==> src/verilog/game_defines.svh <==
// Game timing and sprite constants
`ifndef GAME_DEFINES_SVH
`define GAME_DEFINES_SVH

// 640x480 horizontal timing in pixels
`define H_ACTIVE 640
`define H_FRONT  16
`define H_SYNC   96
`define H_TOTAL  800

// Vertical timing in lines
`define V_ACTIVE 480
`define V_FRONT  10
`define V_SYNC   2
`define V_TOTAL  525

`define SPRITE_W   32
`define SPRITE_H   32
`define NUM_FRAMES 4

// Player placement and jump motion
`define PLAYER_X  64
`define GROUND_Y  400
`define APEX_Y    320
`define JUMP_STEP 16
`define ANIM_DIV  2          // Video frames per animation step

`define COLOR_KEY 16'hF81F   // Magenta marks transparent texels
`define BG_R      8'h88
`define BG_G      8'hCC
`define BG_B      8'h88

`endif

==> src/verilog/game_pkg.sv <==
// Game graphics types
package game_pkg;

    // Scan position with active-video flag
    typedef struct packed {
        logic [9:0] hcount;
        logic [9:0] vcount;
        logic       bright;
    } scan_pos_t;

    typedef struct packed {
        logic [4:0] r;
        logic [5:0] g;
        logic [4:0] b;
    } rgb565_t;

    // One stored texel, read as a key or as colour fields
    typedef union packed {
        logic [15:0] raw;
        rgb565_t     rgb;
    } sprite_word_u;

    typedef struct packed {
        logic [7:0] r;
        logic [7:0] g;
        logic [7:0] b;
    } rgb888_t;

    // Host write into sprite memory
    typedef struct packed {
        logic        en;
        logic [11:0] addr;
        logic [15:0] data;
    } sprite_wr_t;

endpackage

==> src/verilog/vga_timing.sv <==
// VGA scan timing
`timescale 1ns/1ns
`include "game_defines.svh"

module vga_timing (
    input  logic                pix_clk,
    input  logic                rst,
    output game_pkg::scan_pos_t pos,
    output logic                hsync,
    output logic                vsync,
    output logic                frame_start
);

    localparam int H_SYNC_START = `H_ACTIVE + `H_FRONT;
    localparam int H_SYNC_END   = H_SYNC_START + `H_SYNC;
    localparam int V_SYNC_START = `V_ACTIVE + `V_FRONT;
    localparam int V_SYNC_END   = V_SYNC_START + `V_SYNC;

    logic [9:0] hcount;
    logic [9:0] vcount;

    always_ff @(posedge pix_clk) begin
        if (rst) begin
            hcount <= '0;
            vcount <= '0;
        end else if (hcount == 10'(`H_TOTAL - 1)) begin
            hcount <= '0;                           // End of line
            if (vcount == 10'(`V_TOTAL - 1))
                vcount <= '0;
            else
                vcount <= vcount + 10'd1;
        end else begin
            hcount <= hcount + 10'd1;
        end
    end

    assign pos.hcount = hcount;
    assign pos.vcount = vcount;
    assign pos.bright = (hcount < 10'(`H_ACTIVE)) && (vcount < 10'(`V_ACTIVE));

    // Both syncs are active low
    assign hsync = !((hcount >= 10'(H_SYNC_START)) && (hcount < 10'(H_SYNC_END)));
    assign vsync = !((vcount >= 10'(V_SYNC_START)) && (vcount < 10'(V_SYNC_END)));

    assign frame_start = (hcount == '0) && (vcount == '0);

    // Line counter never escapes the line length
    a_hcount_range: assert property (
        @(posedge pix_clk) disable iff (rst)
        hcount < 10'(`H_TOTAL)
    );

endmodule

==> config.mk <==
export PLATFORM = sky130hd
export DESIGN_NAME = vga_timing
export DESIGN_NICKNAME = d
export VERILOG_FILES = /design/src/verilog/game_pkg.sv /design/src/verilog/vga_timing.sv
export VERILOG_INCLUDE_DIRS = /design/src /design/src/verilog
export SDC_FILE = /design/constraint.sdc
export NUM_CORES = 1
export LEC_CHECK = 0
export BUFFER_PORTS_ARGS = -buffer_cell sky130_fd_sc_hd__clkbuf_2
export CAP_MARGIN = 20
export CORE_ASPECT_RATIO = 0.6
export CORE_UTILIZATION = 40
export DETAILED_ROUTE_END_ITERATION = 10
export HOLD_SLACK_MARGIN = 0.02
export PLACE_DENSITY = 0.74
export SETUP_SLACK_MARGIN = 0.1
export SLEW_MARGIN = 15
export SYNTH_ARGS = -nofsm -noshare
export SYNTH_HDL_FRONTEND = slang
export SYNTH_SLANG_ARGS = --single-unit
==> constraint.sdc <==
create_clock -name pix_clk -period 3.9 [get_ports pix_clk]
set_input_delay 0.78 -clock pix_clk [delete_from_list [all_inputs] [get_ports pix_clk]]
set_output_delay 0.78 -clock pix_clk [all_outputs]
set_load 0.05 [all_outputs]
==> out/results.ini <==
[synthesis]
synth.net_count=137
yosys_warnings=0
synthMuxAreaShare=0.00923
synthMostInstantiatedCell=dfxtp_1
synth_edf_count=0
synth_top_cell_by_area=dfxtp_1
synthCells=131
ys_ff_latch=20
yosysTopAreaCellShare=0.369
synth_fa_ha_area_frac=0.0461
synth_simple_gate_area_frac=0.359
ys_top_cells_by_count=dfxtp_1, nor2_1, nand3_1, nand4_1
synth_top_family_by_area=simple AND/OR/NAND/NOR gates
synth_compound_area_frac=0.0461
synth_ff_type=dfxtp_1
async_reset_ff_frac=0
synth_cell_types=33
syn_area_mm2=0.00108
synth_area_leaders=dfxtp_1, nor2_1, xnor2_1, xor2_1, nand4_1
synth_xor_area_frac=0.113
syn_area_per_cell_um2=8.28
ys_seq_area_frac=0.369

[hold_path]
hold_path.class=reg2reg

[cts]
cts-buffers-inserted=3
hold_buffers=0
cts_root_buffer=clkbuf_8
cts_buffer_depth=2
clock_sinks=20
cts_resized=0
htree_num_levels=1
clkLatencyLatePin_ps=250
cts_tree=built
path_clk_slew_ps=70
post_cts_buffers=0

[die]
start_util=0.427
dieWidth_um=69.2
die_h_um=42.3
core_mm2=0.00254
boundaryPins=26
rows=14
fp.dieArea_mm2=0.00293

[place]
hpwl_um=1910
port_buffers=25
gp_congestion=0.823
placed_cells=181

[sta]
hold_viol=0
setup_tns_ps=0
drv_slew=0
rsz0062_at_grt=no
tightestPinTransition_ps=613
setup_viol=0
fin_crit_ps=2690
finClkSkew_ps=1.58
period_share=0.690
fmax_mhz=372
slew_headroom=0.589

[pwr]
power.switching_mw=0.0921
p_per_area_mw_per_mm2=300
ir_worst_vdd_mv=0.170
pwr-share-clk=0.352
leakage_nw=0.489
p_int_mw=0.283
p_seq_frac=0.562
comb_power_share=0.086
swShare=0.246

[detailed_routing]
first_iter_violations=73
wirelength_um=2500
drc=0
routed-via-count=1023
vias_per_cell=5.56
ant_nets=0
dr.pass1.iters=4
wire_per_inst_um=13.6

[critical_path]
crit_chain=or2_1 -> nor3_1 -> nand4_1 -> nor4_1 -> clkbuf_2
critPathBufInv=1
slowest_delay_ps=410
crit_path_start_kind=register
worstSetupEndpointType=primary output
worstSetupPathType=reg2out
arrival_ps=1910
cp_data_required_time_ps=3120
crit_path_top_delay_cell=dfxtp_1
cp_max_fo=10
cpLargestDelayFamily=simple AND/OR/NAND/NOR gates

[layout]
antenna_cells=0
areaGrowthSynthToFinish_pct=15.3
finalNetCount=160
final_cells=184
n_fill_cell=259
drive_above_1_share=0.204

[grt]
grt_max_degree=11
antenna_found_initial=0
grt_pass1_wl_um=4140
grt_pass1_vias=898
gr-usage-all-layers=0.183
overflow=0

[job]
maxCapViolations=0

[outcome]
status=complete, no violations

## cell families after synthesis
logic type      after synthesis
xor+xnor                     14
compound gates                9
simple gates                 70
fa+ha+maj                     4
mux                           1
buf+inv                      13
flops                        20
## metal layers
layer / part of all wire / GRT usage
met5: 0 / 0
met1: 0.52 / 0.258
met4: 0.0016 / 0.0531
met3: 0.069 / 0.0625
met2: 0.41 / 0.264
## placed cells by master (no fill, tap or decap), types with 6 or more instances in the layout
master,count
clkbuf_2,25
dfxtp_1,20
nor2_1,18
nand3_1,9
nand4_1,9
xnor2_1,7
xor2_1,7
inv_1,6
nor3_1,6
nand2_1,6
## layout make-up
type / count / area (µm²) / area share
flip-flops and latches: 20 / 400 / 0.320
inverters: 6 / 22.5 / 0.0180
clock buffers: 3 / 41.3 / 0.0330
multi-input cells: 98 / 622 / 0.497
well taps: 32 / 40.0 / 0.0320
repair buffers: 25 / 125 / 0.100
## metrics by stage
stage / hold slack (ps) / power [mW] / worst slack [ps] / utilization / area (µm²)
global route: 526 / 0.394 / 1100 / 0.493 / 1250
global placement: 474 / 0.247 / 1570 / 0.476 / 1210
finish: 492 / 0.375 / 1210 / 0.493 / 1250
CTS: 495 / 0.379 / 1220 / 0.493 / 1250
floorplan: 677 / 0.240 / 403 / - / 1080
detailed placement: 478 / 0.248 / 1510 / 0.476 / 1210
## power groups by stage
stage / sequential (mW) / clock, mW / combinational [mW]
3_5_place_dp: 0.215 / 0 / 0.0323
3_3_place_gp: 0.215 / 0 / 0.0318
6_report: 0.211 / 0.132 / 0.0324
2_1_floorplan: 0.223 / 0 / 0.0168
4_1_cts: 0.211 / 0.135 / 0.0324
5_1_grt: 0.212 / 0.148 / 0.0347
## worst reg2reg max path: cells and delay by family (launching register included)
family / cells / cell delay, ps
adders and majority gates: 1 / 270
and+or+nand+nor: 3 / 640
AOI/OAI and AO/OA: 1 / 530
DFF: 1 / 410
## final timing paths
| check | start | to | slack [ps] | cells after the start |
|---|---|---|---|---|
| worst max-delay path | hcount[5] | frame_start | 1210 | 5 |
| worst min-delay path | hcount[0] | hcount[0] | 490 | 1 |
| worst max register to register | hcount[0] | vcount[6] | 1920 | 5 |
| worst min register to register | hcount[0] | hcount[0] | 490 | 1 |
## sequential cells by signal, indices dropped and copies added, names as in the netlist
signal	count
hcount	10
vcount	10
Power figures use the tool's default switching activity.
