File: config.mk
export PLATFORM = sky130hd
export DESIGN_NAME = player_fsm
export DESIGN_NICKNAME = d
export VERILOG_FILES = /design/src/verilog/player_fsm.sv
export VERILOG_INCLUDE_DIRS = /design/src /design/src/verilog
export SDC_FILE = /design/constraint.sdc
export NUM_CORES = 1
export LEC_CHECK = 0
export BUFFER_PORTS_ARGS = -buffer_cell sky130_fd_sc_hd__buf_2
export CELL_PAD_IN_SITES_DETAIL_PLACEMENT = 1
export CELL_PAD_IN_SITES_GLOBAL_PLACEMENT = 1
export CORE_MARGIN = 5
export CORE_UTILIZATION = 42
export DETAILED_ROUTE_END_ITERATION = 10
export PLACE_DENSITY_LB_ADDON = 0.08
export SLEW_MARGIN = 20
export SYNTH_ARGS = -nofsm -noshare
export SYNTH_HDL_FRONTEND = slang
export SYNTH_SLANG_ARGS = --single-unit
File: constraint.sdc
create_clock -name pix_clk -period 2.2 [get_ports pix_clk]
set_input_delay 0.11 -clock pix_clk [delete_from_list [all_inputs] [get_ports pix_clk]]
set_output_delay 0.11 -clock pix_clk [all_outputs]
set_load 0.02 [all_outputs]
File: src/verilog/game_defines.svh
// Game timing and sprite constants
`ifndef GAME_DEFINES_SVH
`define GAME_DEFINES_SVH

// 640x480 horizontal timing in pixels
`define H_ACTIVE 640
`define H_FRONT  16
`define H_SYNC   96
`define H_TOTAL  800

// Vertical timing in lines
`define V_ACTIVE 480
`define V_FRONT  10
`define V_SYNC   2
`define V_TOTAL  525

`define SPRITE_W   32
`define SPRITE_H   32
`define NUM_FRAMES 4

// Player placement and jump motion
`define PLAYER_X  64
`define GROUND_Y  400
`define APEX_Y    320
`define JUMP_STEP 16
`define ANIM_DIV  2          // Video frames per animation step

`define COLOR_KEY 16'hF81F   // Magenta marks transparent texels
`define BG_R      8'h88
`define BG_G      8'hCC
`define BG_B      8'h88

`endif

File: src/verilog/player_fsm.sv
// Player jump and animation control
`timescale 1ns/1ns
`include "game_defines.svh"

module player_fsm (
    input  logic       pix_clk,
    input  logic       rst,
    input  logic       frame_start,
    input  logic       jump,
    output logic [9:0] player_y,
    output logic [1:0] anim_frame
);

    localparam logic [1:0] GROUND  = 2'd0;
    localparam logic [1:0] RISING  = 2'd1;
    localparam logic [1:0] FALLING = 2'd2;

    logic [1:0] state;
    logic [7:0] div_cnt;    // Frames since last animation step

    // Jump motion, stepped once per video frame
    always_ff @(posedge pix_clk) begin
        if (rst) begin
            state    <= GROUND;
            player_y <= 10'(`GROUND_Y);
        end else if (frame_start) begin
            case (state)
                GROUND: begin
                    if (jump)
                        state <= RISING;
                end
                RISING: begin
                    if (player_y <= 10'(`APEX_Y + `JUMP_STEP)) begin
                        player_y <= 10'(`APEX_Y);     // Top of the arc
                        state    <= FALLING;
                    end else begin
                        player_y <= player_y - 10'(`JUMP_STEP);
                    end
                end
                FALLING: begin
                    if (player_y >= 10'(`GROUND_Y - `JUMP_STEP)) begin
                        player_y <= 10'(`GROUND_Y);   // Landed
                        state    <= GROUND;
                    end else begin
                        player_y <= player_y + 10'(`JUMP_STEP);
                    end
                end
                default: begin
                    state    <= GROUND;
                    player_y <= 10'(`GROUND_Y);
                end
            endcase
        end
    end

    // Animation frame divider
    always_ff @(posedge pix_clk) begin
        if (rst) begin
            div_cnt    <= '0;
            anim_frame <= '0;
        end else if (frame_start) begin
            if (div_cnt == 8'(`ANIM_DIV - 1)) begin
                div_cnt <= '0;
                if (anim_frame == 2'(`NUM_FRAMES - 1))
                    anim_frame <= '0;
                else
                    anim_frame <= anim_frame + 2'd1;
            end else begin
                div_cnt <= div_cnt + 8'd1;
            end
        end
    end

    // Player stays between apex and ground
    a_y_range: assert property (
        @(posedge pix_clk) disable iff (rst)
        (player_y >= 10'(`APEX_Y)) && (player_y <= 10'(`GROUND_Y))
    );

endmodule

==> results of run 1 <==
==> flip-flops by register name, summed over array words and instances (netlist names) <==
signal and flops:
div_cnt 8, player_y 6, anim_frame 2, state 2
==> synthesized netlist by cell type (3+ instances only) <==
master / n / area (sq um)
buf_4: 4 / 30.03
inv_1: 8 / 30.03
o21ai_1: 3 / 15.01
nand2_1: 13 / 48.80
ha_1: 10 / 125.1
dfxtp_1: 18 / 360.4
xnor2_1: 5 / 43.79
xor2_1: 4 / 35.03
nand3_1: 3 / 15.01
nand2b_1: 3 / 18.77
mux2i_1: 3 / 30.03
nor2_1: 11 / 41.29
==> layout by cell type (no fill, tap or decap), types with 2 or more instances in the layout <==
cell type and count:
nor3_1 2, dfxtp_1 18, nand4_1 2, and3_1 2, nand2_1 13, xor2_1 4, o21ai_0 2, o2111ai_1 2
inv_1 8, xnor2_1 5, ha_1 10, o21ai_1 3, mux2i_1 3, a21oi_1 2, buf_2 11, nand2b_1 3
conb_1 4, nor2_1 11, a211oi_1 2, clkbuf_4 3, nand3_1 3
==> metal layers <==
metal  part of all wire, %  routed length (um)
met3                   5.7                 142
met5                     0                   0
met4                   1.3                  33
met1                    49                1228
met2                    44                1106
==> cell type report <==
cell class	instances	area share (%)
Sequential cell	18	29.84
Tap cell	30	3.109
Multi-Input combinational cell	95	56.68
Clock buffer	4	3.005
Inverter	9	2.798
Timing Repair Buffer	11	4.560
==> final timing paths <==
path	startpoint	to	slack [ns]	cells after the start
max	player_y[4]	player_y[4]	0.40	6
min	rst	anim_frame[0]	0.08	2
max reg2reg	player_y[4]	player_y[4]	0.40	6
min reg2reg	state[0]	state[0]	0.49	2
==> critical path, delay by kind of cell, from the launching register on <==
family | cells | cell delay, ns
adder cells (fa/ha/maj) | 1 | 0.25
buffers and inverters | 1 | 0.12
AND/OR/NAND/NOR | 1 | 0.37
AO/OA/AOI/OAI | 3 | 0.49
flip-flops | 1 | 0.51
==> power groups by stage <==
| stage | clock, mW | combinational, mW | sequential, mW |
|---|---|---|---|
| 2_1_floorplan | 0 | 0.125 | 0.374 |
| 3_3_place_gp | 0 | 0.166 | 0.370 |
| 3_5_place_dp | 0 | 0.168 | 0.372 |
| 4_1_cts | 0.216 | 0.169 | 0.365 |
| 5_1_grt | 0.232 | 0.190 | 0.368 |
| 6_report | 0.210 | 0.168 | 0.364 |
==> metrics by stage <==
step,instance area [sq um],cells,hold slack (ns)
after floorplan,1125,128,0.1791
after global placement,1171,163,0.3797
after detailed placement,1171,163,0.3829
after CTS,1207,167,0.05995
after global routing,1207,167,0.06715
final,1207,167,0.07740
==> kinds of logic (layout without fill, tap and decap cells) <==
logic type	Yosys count	count (layout)	synth area share, %
AND/OR/NAND/NOR	44	44	21.46
AO/OA/AOI/OAI	25	25	17.64
flip-flops	18	18	32.36
buffers and inverters	15	24	7.190
adder cells (fa/ha/maj)	10	10	11.24
XOR/XNOR	9	9	7.078
multiplexers	3	3	2.697
other	1	4	0.3368
==> impl_metrics.csv, run 1 <==
group,metric,value,unit
run_status,status,"finished clean",
timing,report.final.slew_viol_count,0,
pwr,p_sw,0.2339,mW
pwr,seqPwrFrac,49.1,%
global_route,use_met2,23.47,%
cts,cts_sinks,18,
worst_setup_path,path_class,"reg2reg",
synth,avgSynthCellArea,8.909,sq um
cts,cts_resized,0,
die,die_h,61.49,um
routing,vias,938,
pwr,power,0.7423,mW
cts,cts_made_buffers,3,
die,ios,16,
place,port_buffers,11,
cts,insertion_delay,0.30,ns
cts,htreeDepth,1,
timing,setup_ws,0.3967,ns
cts,post-cts-setup-buffers,0,
place,pre_cts_ws,0.4384,ns
global_route,grt.met3_usage,3.774,%
synth,ys_types,45,
pwr,power_frac_clock,28.2,%
worst_setup_path,critPathSlowestCell,"dfxtp_1",
worst_setup_path,crit_fanout,9,
timing,fmax,554.5,MHz
synth,syn_inst,125,
timing,hold_viol,0,
cts,root_buffer,"clkbuf_4",
global_route,grt_pass1_wl,4.209,mm
timing,grt_setup_unrepaired,"false",
global_route,grtUsageTotal,14.90,%
timing,fin_crit_sh,81.97,%
routing,viasPerCell,5.617,
global_route,grt-busiest-layer,"met2",
worst_setup_path,cp.arrival,2.03,ns
synth,synth_area,1114,sq um
timing,setup_viol,0,
synth,yosysWarnings,0,
pwr,swShare,31.52,%
routing,detailedRoute.firstIterationViolations,40,
synth,synthArstFlopShare,0,%
routing,drc,0,
place,gp_congestion,0.8493,
synth,ys_seq_area_share,32.36,%
worst_setup_path,endpoint_kind,"flip-flop",
routing,drt_first_pass_iters,4,
worst_setup_path,worstSetupStartpointType,"flip-flop",
cells_and_area,fin_util,48.30,%
place,dpl.hpwl,1.928,mm
die,row_count,18,
die,core_area,2500,sq um
synth,synthFlopType,"dfxtp_1",
pwr,p_per_area,614.8,nW/um^2
cells_and_area,multi_input_area,684.4,sq um
routing,avgRoutedWirePerCell,15.04,um
cts,cts_buffer_depth,2,
pwr,p_int,0.5084,mW
worst_setup_path,cp_slowest_stage_delay,0.51,ns
pwr,leakage,0.4689,nW
global_route,met1_usage,19.82,%
worst_setup_path,path_cells,"inv_1 > ha_1 > and4bb_4 > o21ai_4 > a211o_1 > o2111ai_1",
cells_and_area,area_delta_synth_final,8.427,%
global_route,grt_max_degree,12,
cells_and_area,nFillCells,302,
die,die_w,61.49,um
flow_run,maxCapViolations,0,
die,initial_utilization,44.54,%
global_route,grt_pass1_vias,922,
cts,clk_pin_slew_worst_paths,0.11,ns
die,dieArea,3781,sq um
cts,tritoncts,"built",
cells_and_area,insertedDiodeCount,0,
routing,drt-total-wl,2.511,mm
cells_and_area,drive_gt1_share,14.60,%
cells_and_area,seq_area,360.3,sq um
pwr,ir_drop,0.0003104,V
cells_and_area,finalNetCount,152,
synth,ys_ff_latch,18,
global_route,overflow,0,
synth,synth_edf_count,0,
global_route,antenna_found_initial,0,
hold_path,hold_path.class,"in2reg",
timing,fin_setup_tns,0,ns
pwr,p_comb_share,22.7,%
timing,fin_skew,0.007469,ns
worst_setup_path,required,2.43,ns
cts,hold_buffers,0,
timing,period_minus_slack,1.803,ns
routing,ant_nets,0,
Power figures use the tool's default switching activity.
==> run 2, diff against run 1 <==
==> constraint.sdc (replaced) <==
create_clock -name pix_clk -period 1.8 [get_ports pix_clk]
set_input_delay 0.09 -clock pix_clk [delete_from_list [all_inputs] [get_ports pix_clk]]
set_output_delay 0.09 -clock pix_clk [all_outputs]
set_load 0.02 [all_outputs]
==> impl_metrics.csv, run 2 (synthesized netlist as in run 1, its figures left out) <==
group,metric,value,unit
cells_and_area,finalNetCount,154,
timing,setup_viol,0,
cells_and_area,area_delta_synth_final,8.539,%
cells_and_area,final_common_cell,"dfxtp_1",
cts,cts_made_buffers,3,
pwr,p_per_area,701.9,nW/um^2
die,initial_utilization,44.54,%
cells_and_area,layout_common_cells,"dfxtp_1 (18), nand2_1 (13), nor2_1 (11), buf_2 (11), ha_1 (10)",
timing,setup_ws,0.1262,ns
hold_path,worstHoldStart,"rst",
cts,cts_buffer_depth,2,
global_route,antenna_found_initial,0,
cts,htreeDepth,1,
cells_and_area,largest_reg_flops,8,
place,port_buffers,11,
die,core_area,2500,sq um
die,die_h,61.49,um
die,row_count,18,
place,dpl.hpwl,1.865,mm
die,die_w,61.49,um
cells_and_area,regMostFlops,"div_cnt",
worst_setup_path,required,1.98,ns
cts,clk_pin_slew_worst_paths,0.10,ns
cts,insertion_delay,0.28,ns
timing,fmax,597.4,MHz
cts,cts_sinks,18,
global_route,grt_pass1_wl,4.008,mm
cts,post-cts-setup-buffers,0,
die,ios,16,
cts,tritoncts,"built",
worst_setup_path,crit_path_start,"player_y[4]",
worst_setup_path,path_class,"reg2reg",
global_route,grtUsageTotal,14.02,%
timing,report.final.slew_viol_count,0,
timing,fin_crit_sh,92.99,%
routing,drt-total-wl,2.376,mm
routing,drt_first_pass_iters,3,
worst_setup_path,cp.arrival,1.85,ns
worst_setup_path,endpoint_kind,"flip-flop",
pwr,leakage,0.4714,nW
routing,avgRoutedWirePerCell,14.14,um
global_route,grt_pass1_vias,895,
routing,detailedRoute.firstIterationViolations,25,
cells_and_area,top_regs,"div_cnt (8), player_y (6)",
timing,fin_setup_tns,0,ns
pwr,ir_drop,0.0004860,V
timing,period_minus_slack,1.674,ns
routing,drc,0,
timing,fin_skew,0.004353,ns
global_route,overflow,0,
cts,hold_buffers,0,
run_status,status,"finished clean",
worst_setup_path,worstSetupStartpointType,"flip-flop",
hold_path,hold_path.class,"in2reg",
routing,vias,908,
place,pre_cts_ws,0.1369,ns
cells_and_area,insertedDiodeCount,0,
cells_and_area,drive_gt1_share,15.22,%
routing,viasPerCell,5.405,
flow_run,maxCapViolations,0,
cts,root_buffer,"clkbuf_4",
die,dieArea,3781,sq um
worst_setup_path,r2r_start,"player_y[4]",
cells_and_area,multi_input_area,684.4,sq um
routing,ant_nets,0,
global_route,grt_max_degree,12,
timing,hold_viol,0,
cells_and_area,nFillCells,315,
cts,cts_resized,0,
timing,grt_setup_unrepaired,"false",
cells_and_area,seq_area,360.3,sq um
worst_setup_path,crit_fanout,6,
place,gp_congestion,0.8165,
run 2: final timing paths:
path / slack (ns) / cells past startpoint / to
setup reg to reg: 0.13 / 6 / player_y[7]
hold / removal: 0.05 / 2 / anim_frame[0]
setup / recovery: 0.13 / 6 / player_y[7]
hold reg to reg: 0.48 / 2 / anim_frame[0]
run 2: power breakdown:
| group | internal, mW | switching [mW] | total (mW) |
|---|---|---|---|
| clock network | 0.0776 | 0.116 | 0.194 |
| logic | 0.0844 | 0.129 | 0.213 |
| registers | 0.417 | 0.0245 | 0.441 |
run 2: worst max-delay path, cell delays in order, from the launching register on:
cell and delay (ns):
dfxtp_1 0.35, inv_1 0.09, ha_1 0.20, and4bb_4 0.26
o21ai_4 0.21, o221ai_1 0.16, a221o_1 0.30
run 2: per-stage QoR:
step	cells	hold slack, ns	util, %	area [sq um]	power (mW)
final	168	0.05386	48.35	1209	0.8483
after global routing	168	0.05742	48.35	1209	0.9081
after CTS	168	0.04917	48.35	1209	0.8640
after detailed placement	165	0.3591	47.45	1186	0.6639
after global placement	165	0.3544	47.45	1186	0.6586
after floorplan	128	0.1591	-	1125	0.6105
run 2: cell type report:
| cell class | count | area share (%) |
|---|---|---|
| Multi-Input combinational cell | 95 | 56.63 |
| Sequential cell | 18 | 29.81 |
| Timing Repair Buffer | 13 | 5.797 |
| Tap cell | 30 | 3.106 |
| Inverter | 9 | 2.795 |
| Clock buffer | 3 | 1.863 |
run 2: routing by layer:
metal	global-route usage (%)	vias up	part of all wire [%]
met1	18.50	429	51
met5	0	-	0
met3	3.145	2	3.7
met4	3.030	0	0.76
met2	23.32	13	44
li1	-	464	-
