### src/verilog/game_defines.svh
// Game timing and sprite constants
`ifndef GAME_DEFINES_SVH
`define GAME_DEFINES_SVH

// 640x480 horizontal timing in pixels
`define H_ACTIVE 640
`define H_FRONT  16
`define H_SYNC   96
`define H_TOTAL  800

// Vertical timing in lines
`define V_ACTIVE 480
`define V_FRONT  10
`define V_SYNC   2
`define V_TOTAL  525

`define SPRITE_W   32
`define SPRITE_H   32
`define NUM_FRAMES 4

// Player placement and jump motion
`define PLAYER_X  64
`define GROUND_Y  400
`define APEX_Y    320
`define JUMP_STEP 16
`define ANIM_DIV  2          // Video frames per animation step

`define COLOR_KEY 16'hF81F   // Magenta marks transparent texels
`define BG_R      8'h88
`define BG_G      8'hCC
`define BG_B      8'h88

`endif

### src/verilog/game_pkg.sv
// Game graphics types
package game_pkg;

    // Scan position with active-video flag
    typedef struct packed {
        logic [9:0] hcount;
        logic [9:0] vcount;
        logic       bright;
    } scan_pos_t;

    typedef struct packed {
        logic [4:0] r;
        logic [5:0] g;
        logic [4:0] b;
    } rgb565_t;

    // One stored texel, read as a key or as colour fields
    typedef union packed {
        logic [15:0] raw;
        rgb565_t     rgb;
    } sprite_word_u;

    typedef struct packed {
        logic [7:0] r;
        logic [7:0] g;
        logic [7:0] b;
    } rgb888_t;

    // Host write into sprite memory
    typedef struct packed {
        logic        en;
        logic [11:0] addr;
        logic [15:0] data;
    } sprite_wr_t;

endpackage

### src/verilog/sprite_renderer.sv
// Player sprite renderer
`timescale 1ns/1ns
`include "game_defines.svh"

module sprite_renderer (
    input  logic                   pix_clk,
    input  logic                   rst,
    input  game_pkg::scan_pos_t    pos,
    input  logic                   hsync,
    input  logic                   vsync,
    input  logic [9:0]             player_y,
    input  logic [1:0]             anim_frame,
    output logic [11:0]            mem_addr,
    input  game_pkg::sprite_word_u mem_data,
    output game_pkg::rgb888_t      pixel,
    output logic                   pixel_opaque,
    output logic                   hsync_out,
    output logic                   vsync_out
);

    localparam int FRAME_WORDS = `SPRITE_W * `SPRITE_H;

    logic              in_x;
    logic              in_y;
    logic [9:0]        local_x;
    logic [9:0]        local_y;
    logic              is_key;
    game_pkg::rgb888_t pixel_d;
    logic              opaque_d;
    logic              bright_q;

    // Hit test against the fixed X and the current player Y
    assign in_x = (pos.hcount >= 10'(`PLAYER_X)) &&
                  (pos.hcount <  10'(`PLAYER_X + `SPRITE_W));
    assign in_y = ({1'b0, pos.vcount} >= {1'b0, player_y}) &&
                  ({1'b0, pos.vcount} <  {1'b0, player_y} + 11'(`SPRITE_H));

    assign local_x = pos.hcount - 10'(`PLAYER_X);
    assign local_y = pos.vcount - player_y;

    // Frame base plus row, column mirrored
    assign mem_addr = 12'(anim_frame) * 12'(FRAME_WORDS)
                    + 12'(local_y) * 12'(`SPRITE_W)
                    + (12'(`SPRITE_W - 1) - 12'(local_x));

    assign is_key = (mem_data.raw == `COLOR_KEY);

    always_comb begin
        if (!pos.bright) begin
            pixel_d  = '0;                             // Blanking
            opaque_d = 1'b0;
        end else if (in_x && in_y && !is_key) begin
            pixel_d.r = {mem_data.rgb.r, mem_data.rgb.r[4:2]};
            pixel_d.g = {mem_data.rgb.g, mem_data.rgb.g[5:4]};
            pixel_d.b = {mem_data.rgb.b, mem_data.rgb.b[4:2]};
            opaque_d  = 1'b1;
        end else begin
            pixel_d.r = `BG_R;                         // Background or keyed texel
            pixel_d.g = `BG_G;
            pixel_d.b = `BG_B;
            opaque_d  = 1'b0;
        end
    end

    // Output stage keeps pixel and syncs aligned
    always_ff @(posedge pix_clk) begin
        if (rst) begin
            pixel        <= '0;
            pixel_opaque <= 1'b0;
            hsync_out    <= 1'b1;
            vsync_out    <= 1'b1;
            bright_q     <= 1'b0;
        end else begin
            pixel        <= pixel_d;
            pixel_opaque <= opaque_d;
            hsync_out    <= hsync;
            vsync_out    <= vsync;
            bright_q     <= pos.bright;
        end
    end

    // Opaque output only during active video
    a_opaque_bright: assert property (
        @(posedge pix_clk) disable iff (rst)
        pixel_opaque |-> bright_q
    );

endmodule

### config.mk
export PLATFORM = sky130hd
export DESIGN_NAME = sprite_renderer
export DESIGN_NICKNAME = d
export VERILOG_FILES = /design/src/verilog/game_pkg.sv /design/src/verilog/sprite_renderer.sv
export VERILOG_INCLUDE_DIRS = /design/src /design/src/verilog
export SDC_FILE = /design/constraint.sdc
export NUM_CORES = 1
export LEC_CHECK = 0
export BUFFER_PORTS_ARGS = -buffer_cell sky130_fd_sc_hd__buf_2
export CORE_UTILIZATION = 46
export DETAILED_ROUTE_END_ITERATION = 10
export GPL_TIMING_DRIVEN = 0
export PLACE_DENSITY_LB_ADDON = 0.2
export RECOVER_POWER = 50
export SLEW_MARGIN = 15
export SYNTH_ARGS = -nofsm -noshare
export SYNTH_HDL_FRONTEND = slang
export SYNTH_SLANG_ARGS = --single-unit
### constraint.sdc
create_clock -name pix_clk -period 4.95 [get_ports pix_clk]
set_clock_uncertainty 0.1 [all_clocks]
set_input_delay 0.99 -clock pix_clk [delete_from_list [all_inputs] [get_ports pix_clk]]
set_output_delay 0.99 -clock pix_clk [all_outputs]
set_load 0.005 [all_outputs]
==> flow_summary.ini, run 1 <==
[outcome]
status = finished, final reports clean

[finish]
fin_nets = 379
diodes = 0
final_layout_size_suffix_gt1_frac = 0.345
layout.cells.non_filler = 341
utilization = 0.639
syn_to_final_growth_pct = 30.4

[route]
detail_route.wl_per_cell_um = 11.8
detail_route.first_pass.iterations = 4
drc = 0
num_vias = 1669
drt_iter0_markers = 94
wirelength_um = 4030
via_per_inst = 4.89
antenna_left = 0

[sta]
hold_violations = 0
fmaxAchievable_ghz = 0.208
min_period_ns = 4.80
finalSetupTns_ns = 0
relSlewSlack = 0.661
worst_pin_slew_ns = 0.496
hold_ws_ns = 0.809
fin_ws_ns = 0.146
finalSetupViolCount = 0
slew_viol_final = 0
fin_crit_sh = 0.970

[setup_path]
start_kind = primary input
crit_path_max_fanout = 3
arrival_ns = 3.71
crit_type = in2out
crit_required_ns = 3.86
cp-end-kind = primary output

[worst_hold_path]
hold_path_depth = 2
hold_end = vsync_out
holdCritStartpoint = vsync
hp-class = in2reg

[floorplan]
core_sq_um = 3740
die_area_sq_um = 4250
chipWidth_um = 65.2
rows = 22
initial_core_util = 0.490
dieHeight_um = 65.2
ios = 92

[global_routing]
overflow = 0
antenna_found_initial = 0
grt_pass1_wl_um = 6470
grt_pass1_vias = 1560
grt_usage = 0.191
grt_max_degree = 14

[synthesis]
synth_top_area_frac = 0.251
syn_inst = 198
ys_seq_area_frac = 0.251
syn_area_per_cell_sq_um = 9.27
ys_warn_count = 0
synth_top_family_by_area = adder cells
synth_compound_area_frac = 0.172
synthesis.area_sq_um = 1840
synth_top_cell_by_area = dfxtp_1
synthTopCellsByArea = dfxtp_1, ha_1, xnor2_1, inv_1, o31a_1
muxShareOfSynthArea = 0
synth_seq_cells = 23
synth_fp_nets = 283
ys_types = 41
synth_adder_area_share = 0.230
yosys.area_share.simple = 0.165
yosys.area_share.xor_xnor = 0.100

[clock_tree]
tritoncts = done
cts.sinks = 23
clockRootBuffer = clkbuf_8
clkTransAtPathRegs_ns = 0.07
cts_max_level = 1
cts_buffers = 3
cts.path.max_buffers = 2

[placement]
post-place-ws_ns = 0.123
portBuffers = 91
dp.cells = 337
gp_congestion = 0.805
hpwlAfterDp_um = 3390

[power_and_ir_drop]
p_leak_nw = 1.23
power-per-cell-area_nw_per_um2 = 243
peakVddDrop_uv = 102

[run]
maxCapViolCount = 0
==> metrics by stage <==
stage	total power, W	cell area, sq um
final	0.000582	2390
after global routing	0.000623	2390
after CTS	0.000580	2400
after detailed placement	0.000469	2350
after global placement	0.000465	2350
after floorplan	0.000372	1840
==> cell usage after synthesis <==
library cell,instances
ha_1,29
inv_1,27
dfxtp_1,23
xnor2_1,17
and2_1,12
a21oi_1,9
o31a_1,9
nand2_1,5
o21ai_0,5
a211oi_1,4
a21o_1,4
buf_4,4
nand4_1,4
nor2_1,4
nor3_1,4
xor2_1,4
fa_1,3
or2_2,3
a211o_1,2
clkbuf_1,2
nand3_1,2
nor2b_1,2
o21bai_1,2
a2111o_1,1
a2111oi_0,1
a22oi_1,1
buf_6,1
nand2b_1,1
nand3b_1,1
nand4_2,1
nand4b_1,1
nor3b_1,1
nor4_1,1
nor4b_4,1
o21a_1,1
o221a_2,1
o22ai_1,1
o31ai_4,1
or4b_2,1
or4b_4,1
or4bb_1,1
==> metal layers <==
layer / GRT usage / vias up / share of wire
met5: 0 / - / 0
met4: 0.0489 / 0 / 0.0097
met3: 0.0208 / 5 / 0.063
met2: 0.349 / 60 / 0.48
met1: 0.235 / 727 / 0.45
li1: - / 877 / -
==> critical path, stage by stage <==
cell and delay [ns]:
buf_2 0.10, inv_1 0.04, ha_1 0.15, inv_1 0.05
fa_2 0.36, a21o_1 0.16, a21oi_1 0.17, xnor2_1 0.17
ha_1 0.28, ha_1 0.34, o21ai_0 0.10, o21bai_1 0.21
a21oi_2 0.11, xnor2_1 0.19, xnor2_1 0.14, buf_2 0.14
==> area by class of cell <==
cell class	instances	area, sq um
tap	48	60.1
buffer	7	48.8
clock inverter	1	5.00
fill	357	1350
sequential	23	460
inverter	27	101
multi-input combinational	141	1230
timing repair buffer	91	442
clock buffer	3	41.3
==> state kept, by name (all words and copies together), names as in the netlist <==
| signal | flops |
|---|---|
| hsync_out | 1 |
| pixel_opaque | 1 |
| vsync_out | 1 |
| pixel | 20 |
==> worst max-delay path by stage <==
stage / from / to / slack [ns] / cells after the start
finish: pos[1] / mem_addr[11] / 0.15 / 16
global route: pos[1] / mem_addr[11] / -0.006 / 16
CTS: pos[1] / mem_addr[11] / 0.10 / 16
detailed placement: pos[1] / mem_addr[11] / 0.12 / 16
global placement: pos[1] / mem_addr[11] / 0.18 / 16
floorplan: player_y[2] / mem_addr[11] / 0.57 / 12
==> logic make-up after synthesis <==
| group | Yosys count |
|---|---|
| AND/OR/NAND/NOR | 46 |
| flip-flops | 23 |
| buffers and inverters | 34 |
| adder cells (fa/ha/maj) | 32 |
| XOR/XNOR | 21 |
| AO/OA/AOI/OAI | 42 |
==> power breakdown <==
| group | internal (W) | leakage [nW] | total, W | switching, W |
|---|---|---|---|---|
| logic | 0.000139 | 1.02 | 0.000278 | 0.000139 |
| registers | 0.000190 | 0.188 | 0.000191 | 0.00000117 |
| clock network | 0.0000562 | 0.0255 | 0.000113 | 0.0000567 |
==> cell usage in the layout (no fill, tap or decap), drive strengths merged, types with 2 or more instances in the layout <==
cell type	netlist	routed
buf	5	82
ha	29	29
inv	27	27
dfxtp	23	23
clkbuf	2	19
xnor2	17	17
and2	12	12
o31a	9	9
a21oi	9	9
nand2	5	5
o21ai	5	5
nand4	5	5
xor2	4	4
nor2	4	4
a21o	4	4
nor3	4	4
a211oi	4	4
or2	3	3
fa	3	3
nand3	2	2
o21bai	2	2
a211o	2	2
nor2b	2	2
or4b	2	2
==> what timing repair did <==
action / CTS / global route
hold buffers: 0 / 0
resized for setup: 0 / 3
endpoints found under the setup margin: 0 / 1
setup buffers: 0 / 0
Note: power is estimated with default switching activity, not from simulation.
==> inputs of run 2 (changes only) <==
--- a/config.mk
+++ b/config.mk
@@ -13,5 +13,4 @@
 export PLACE_DENSITY_LB_ADDON = 0.2
 export RECOVER_POWER = 50
-export SLEW_MARGIN = 15
 export SYNTH_ARGS = -nofsm -noshare
 export SYNTH_HDL_FRONTEND = slang
--- a/constraint.sdc
+++ b/constraint.sdc
@@ -3,3 +3,3 @@
 set_input_delay 0.99 -clock pix_clk [delete_from_list [all_inputs] [get_ports pix_clk]]
 set_output_delay 0.99 -clock pix_clk [all_outputs]
-set_load 0.005 [all_outputs]
+set_load 0.1 [all_outputs]
==> run 2 against run 1 <==
Against the previous run: worst setup slack worse by 0.00087 ns; utilization is 2.1 points higher; sequential power hardly changed; combinational power is 140% higher; first-iteration DRC count is 77% lower; critical path depth stayed put; total power is 66% higher; largest power group unchanged.
==> flow_summary.ini, run 2 (synthesis results as in run 1) <==
[outcome]
status = finished, final reports clean

[global_routing]
grt_max_degree = 14
grt_pass1_vias = 1514
grt_usage = 0.190
grt_pass1_wl_um = 6270
overflow = 0
antenna_found_initial = 0

[sta]
slew_viol_final = 0
hold_violations = 0
finalSetupViolCount = 0
fmaxAchievable_ghz = 0.208
fin_ws_ns = 0.145
min_period_ns = 4.80
worst_pin_slew_ns = 1.20
fin_crit_sh = 0.971
relSlewSlack = 0.202
finalSetupTns_ns = 0

[floorplan]
chipWidth_um = 65.2
ios = 92
initial_core_util = 0.490
core_sq_um = 3740
rows = 22
die_area_sq_um = 4250
dieHeight_um = 65.2

[setup_path]
worstPathCellList = buf_2, inv_1, ha_1, inv_1, fa_2, a21o_1, a21oi_2, xnor2_2, ha_4, ha_4, o21ai_0, o21bai_1, a21oi_2, xnor2_2, xnor2_2, buf_8
crit_type = in2out
crit_path_frequent_cell = xnor2_2
arrival_ns = 3.71
cp-end-kind = primary output
cp_slowest_cell = fa_2
max_stage_delay_ns = 0.36
crit_required_ns = 3.86
start_kind = primary input
crit_path_max_fanout = 3

[finish]
largest_reg_flops = 20
fill_cells = 363
utilization = 0.661
final_cell_mix = buf_2, clkbuf_1, inv_1, ha_1, dfxtp_1
syn_to_final_growth_pct = 34.8
layout_commonest_cell = buf_2
diodes = 0
final_layout_size_suffix_gt1_frac = 0.324
layout.cells.non_filler = 341
fin_nets = 379
largest_register = pixel

[clock_tree]
post-cts-setup-buffers = 0
cts_buffers = 3
cts_max_level = 1
clkTransAtPathRegs_ns = 0.08
clockRootBuffer = clkbuf_8
tritoncts = done
hold_buffers = 0
cts.path.max_buffers = 2
cts.sinks = 23

[power_and_ir_drop]
p_leak_nw = 1.20
power-per-cell-area_nw_per_um2 = 390
power_w = 0.000964
peakVddDrop_uv = 379

[run]
maxCapViolCount = 0

[route]
detail_route.first_pass.iterations = 4
num_vias = 1668
drt_iter0_markers = 22
drc = 0
detail_route.wl_per_cell_um = 11.8
antenna_left = 0
via_per_inst = 4.89
wirelength_um = 4040

[worst_hold_path]
hp-class = in2reg

[placement]
dp.cells = 337
gp_congestion = 0.862
hpwlAfterDp_um = 3370
post-place-ws_ns = -0.244
portBuffers = 91
[run 2: area by class of cell]
cell class                 instances  area, sq um  area share
sequential                        23          460       0.186
multi-input combinational        141         1330       0.537
tap                               48         60.1      0.0243
timing repair buffer              91          429       0.173
clock inverter                     1         5.00     0.00202
clock buffer                       3         41.3      0.0167
buffer                             7         48.8      0.0197
inverter                          27          101      0.0410
[run 2: where the power goes]
part	switching (W)	total, W	internal (W)
Clock	0.0000545	0.000110	0.0000560
Sequential	0.00000115	0.000191	0.000190
Combinational	0.000475	0.000663	0.000188
[run 2: per-stage QoR]
stage	hold slack [ns]	cell area, sq um
global route	0.805	2470
finish	0.811	2470
global placement	1.08	2380
detailed placement	1.08	2380
floorplan	0.994	1870
CTS	0.810	2450
[run 2: what timing repair did]
action | 4_1_cts | 5_1_grt
pin swaps | 1 | 5
setup endpoints to repair | 1 | 1
gates resized for setup | 5 | 9
[run 2: final timing paths]
| check | startpoint | slack (ns) | end | cells past startpoint |
|---|---|---|---|---|
| setup / recovery | pos[1] | 0.15 | mem_addr[11] | 16 |
| hold / removal | hsync | 0.81 | hsync_out | 2 |
[run 2: layer usage]
metal  global-route usage  part of all wire  vias to the layer above
met4               0.0326            0.0062                        0
li1                     -                 -                      875
met5                    0                 0                        -
met2                0.332              0.48                       56
met1                0.244              0.46                      735
met3               0.0347             0.057                        2
[run 2: worst max-delay path, delay by kind of cell]
family                     cells  cell delay, ns
adders and majority gates      4            1.04
AOI/OAI and AO/OA              5            0.74
xor gates and xnor gates       3            0.51
buffers and inverters          4            0.42
==> inputs of run 3 (changes only) <==
PLACE_DENSITY = 0.89   (was not set)
PLACE_DENSITY_LB_ADDON = not set   (was 0.2)
==> run 3 against run 2 <==
Against the previous run: utilization down 0.67 points; sequential power barely moved; critical path depth stayed put; worst setup slack lost 0.035 ns; final cell count did not move.
==> flow_summary.ini, run 3 (synthesis results as in run 1) <==
[route]
drt_iter0_markers = 40
drc = 0
num_vias = 1720
detail_route.first_pass.iterations = 4
via_per_inst = 5.04
antenna_left = 0
wirelength_um = 4250
detail_route.wl_per_cell_um = 12.5

[finish]
regArea_sq_um = 460
final_layout_size_suffix_gt1_frac = 0.314
layout.cells.non_filler = 341
multiInputGateArea_sq_um = 1300
fin_nets = 379
layout_commonest_cell = buf_2
largest_register = pixel
fin_area_sq_um = 2450
largest_reg_flops = 20
fill_cells = 350
syn_to_final_growth_pct = 33.4
final_cell_mix = buf_2, clkbuf_1, inv_1, ha_1, dfxtp_1
diodes = 0

[clock_tree]
clkTransAtPathRegs_ns = 0.07
cts.sinks = 23
cts_buffers = 3
post-cts-setup-buffers = 0
cts.path.max_buffers = 2
cts_max_level = 1
clockRootBuffer = clkbuf_8
tritoncts = done

[setup_path]
arrival_ns = 3.75
crit_path_max_fanout = 3
start_kind = primary input
crit_required_ns = 3.86
crit_start = pos[1]
crit_type = in2out
cp-end-kind = primary output

[global_routing]
met2_usage = 0.402
grt_pass1_wl_um = 6890
busiest_layer = met2
antenna_found_initial = 0
grt_pass1_vias = 1649
overflow = 0
met3_usage = 0.0156
grt_max_degree = 14
met1_usage = 0.234
grt_usage = 0.204

[sta]
rsz0062_at_grt = true
fin_crit_sh = 0.978
worst_pin_slew_ns = 1.20
finalSetupViolCount = 0
relSlewSlack = 0.200
hold_violations = 0
fmaxAchievable_ghz = 0.207
slew_viol_final = 0
min_period_ns = 4.84

[floorplan]
rows = 22
ios = 92
die_area_sq_um = 4250
core_sq_um = 3740
chipWidth_um = 65.2
dieHeight_um = 65.2
initial_core_util = 0.490

[placement]
gp_congestion = 0.799
hpwlAfterDp_um = 3640
dp.cells = 337
portBuffers = 91
dpl_cell_area_sq_um = 2380

[power_and_ir_drop]
peakVddDrop_uv = 296
p_leak_nw = 1.19
power-per-cell-area_nw_per_um2 = 392

[outcome]
status = finished, final reports clean

[worst_hold_path]
holdCritStartpoint = vsync
hp-class = in2reg

[run]
maxCapViolCount = 0
==> run 3: critical path: stages <==
cell,delay [ns]
buf_2,0.10
inv_1,0.04
ha_1,0.16
inv_1,0.06
fa_2,0.37
a21o_1,0.18
a21oi_2,0.14
xnor2_1,0.15
ha_1,0.30
ha_4,0.30
o21ai_0,0.08
o21bai_1,0.18
a21oi_2,0.10
xnor2_2,0.15
xnor2_2,0.19
buf_6,0.25
==> run 3: cell type report <==
type	count	share of cell area
buffer	7	0.0199
clock buffer	3	0.0169
clock inverter	1	0.00204
inverter	27	0.0414
multi-input combinational	141	0.532
sequential	23	0.188
tap	48	0.0245
timing repair buffer	91	0.175
==> run 3: repair_timing <==
item	in CTS	in global routing
pin swaps	1	1
resized for setup	6	5
hold buffers	0	0
endpoints found under the setup margin	1	2
==> run 3: per-layer routing <==
layer  wire length (um)  vias up
met4                 46        0
met3                224        6
li1                   -      875
met5                  0        -
met1               1760      781
met2               2220       58
==> run 3: through the flow <==
step / setup slack (ns) / util / total power [W] / hold slack [ns] / TNS (ns)
6_report: 0.110 / 0.654 / 0.000960 / 0.810 / 0
5_1_grt: -0.0257 / 0.654 / 0.00101 / 0.805 / -0.0257
4_1_cts: 0.0284 / 0.656 / 0.000947 / 0.807 / 0
3_5_place_dp: -0.254 / 0.636 / 0.000817 / 1.08 / -0.254
3_3_place_gp: -0.142 / 0.636 / 0.000805 / 1.07 / -0.142
2_1_floorplan: -0.218 / - / 0.000716 / 0.994 / -0.218
==> run 3: worst paths after layout <==
check | to | slack (ns) | cells past startpoint
setup / recovery | mem_addr[11] | 0.11 | 16
hold / removal | vsync_out | 0.81 | 2
==> run 3: power breakdown <==
group	internal (W)	leakage, nW	switching (W)
Sequential	0.000190	0.188	0.00000123
Combinational	0.000182	0.979	0.000476
Clock	0.0000560	0.0255	0.0000547
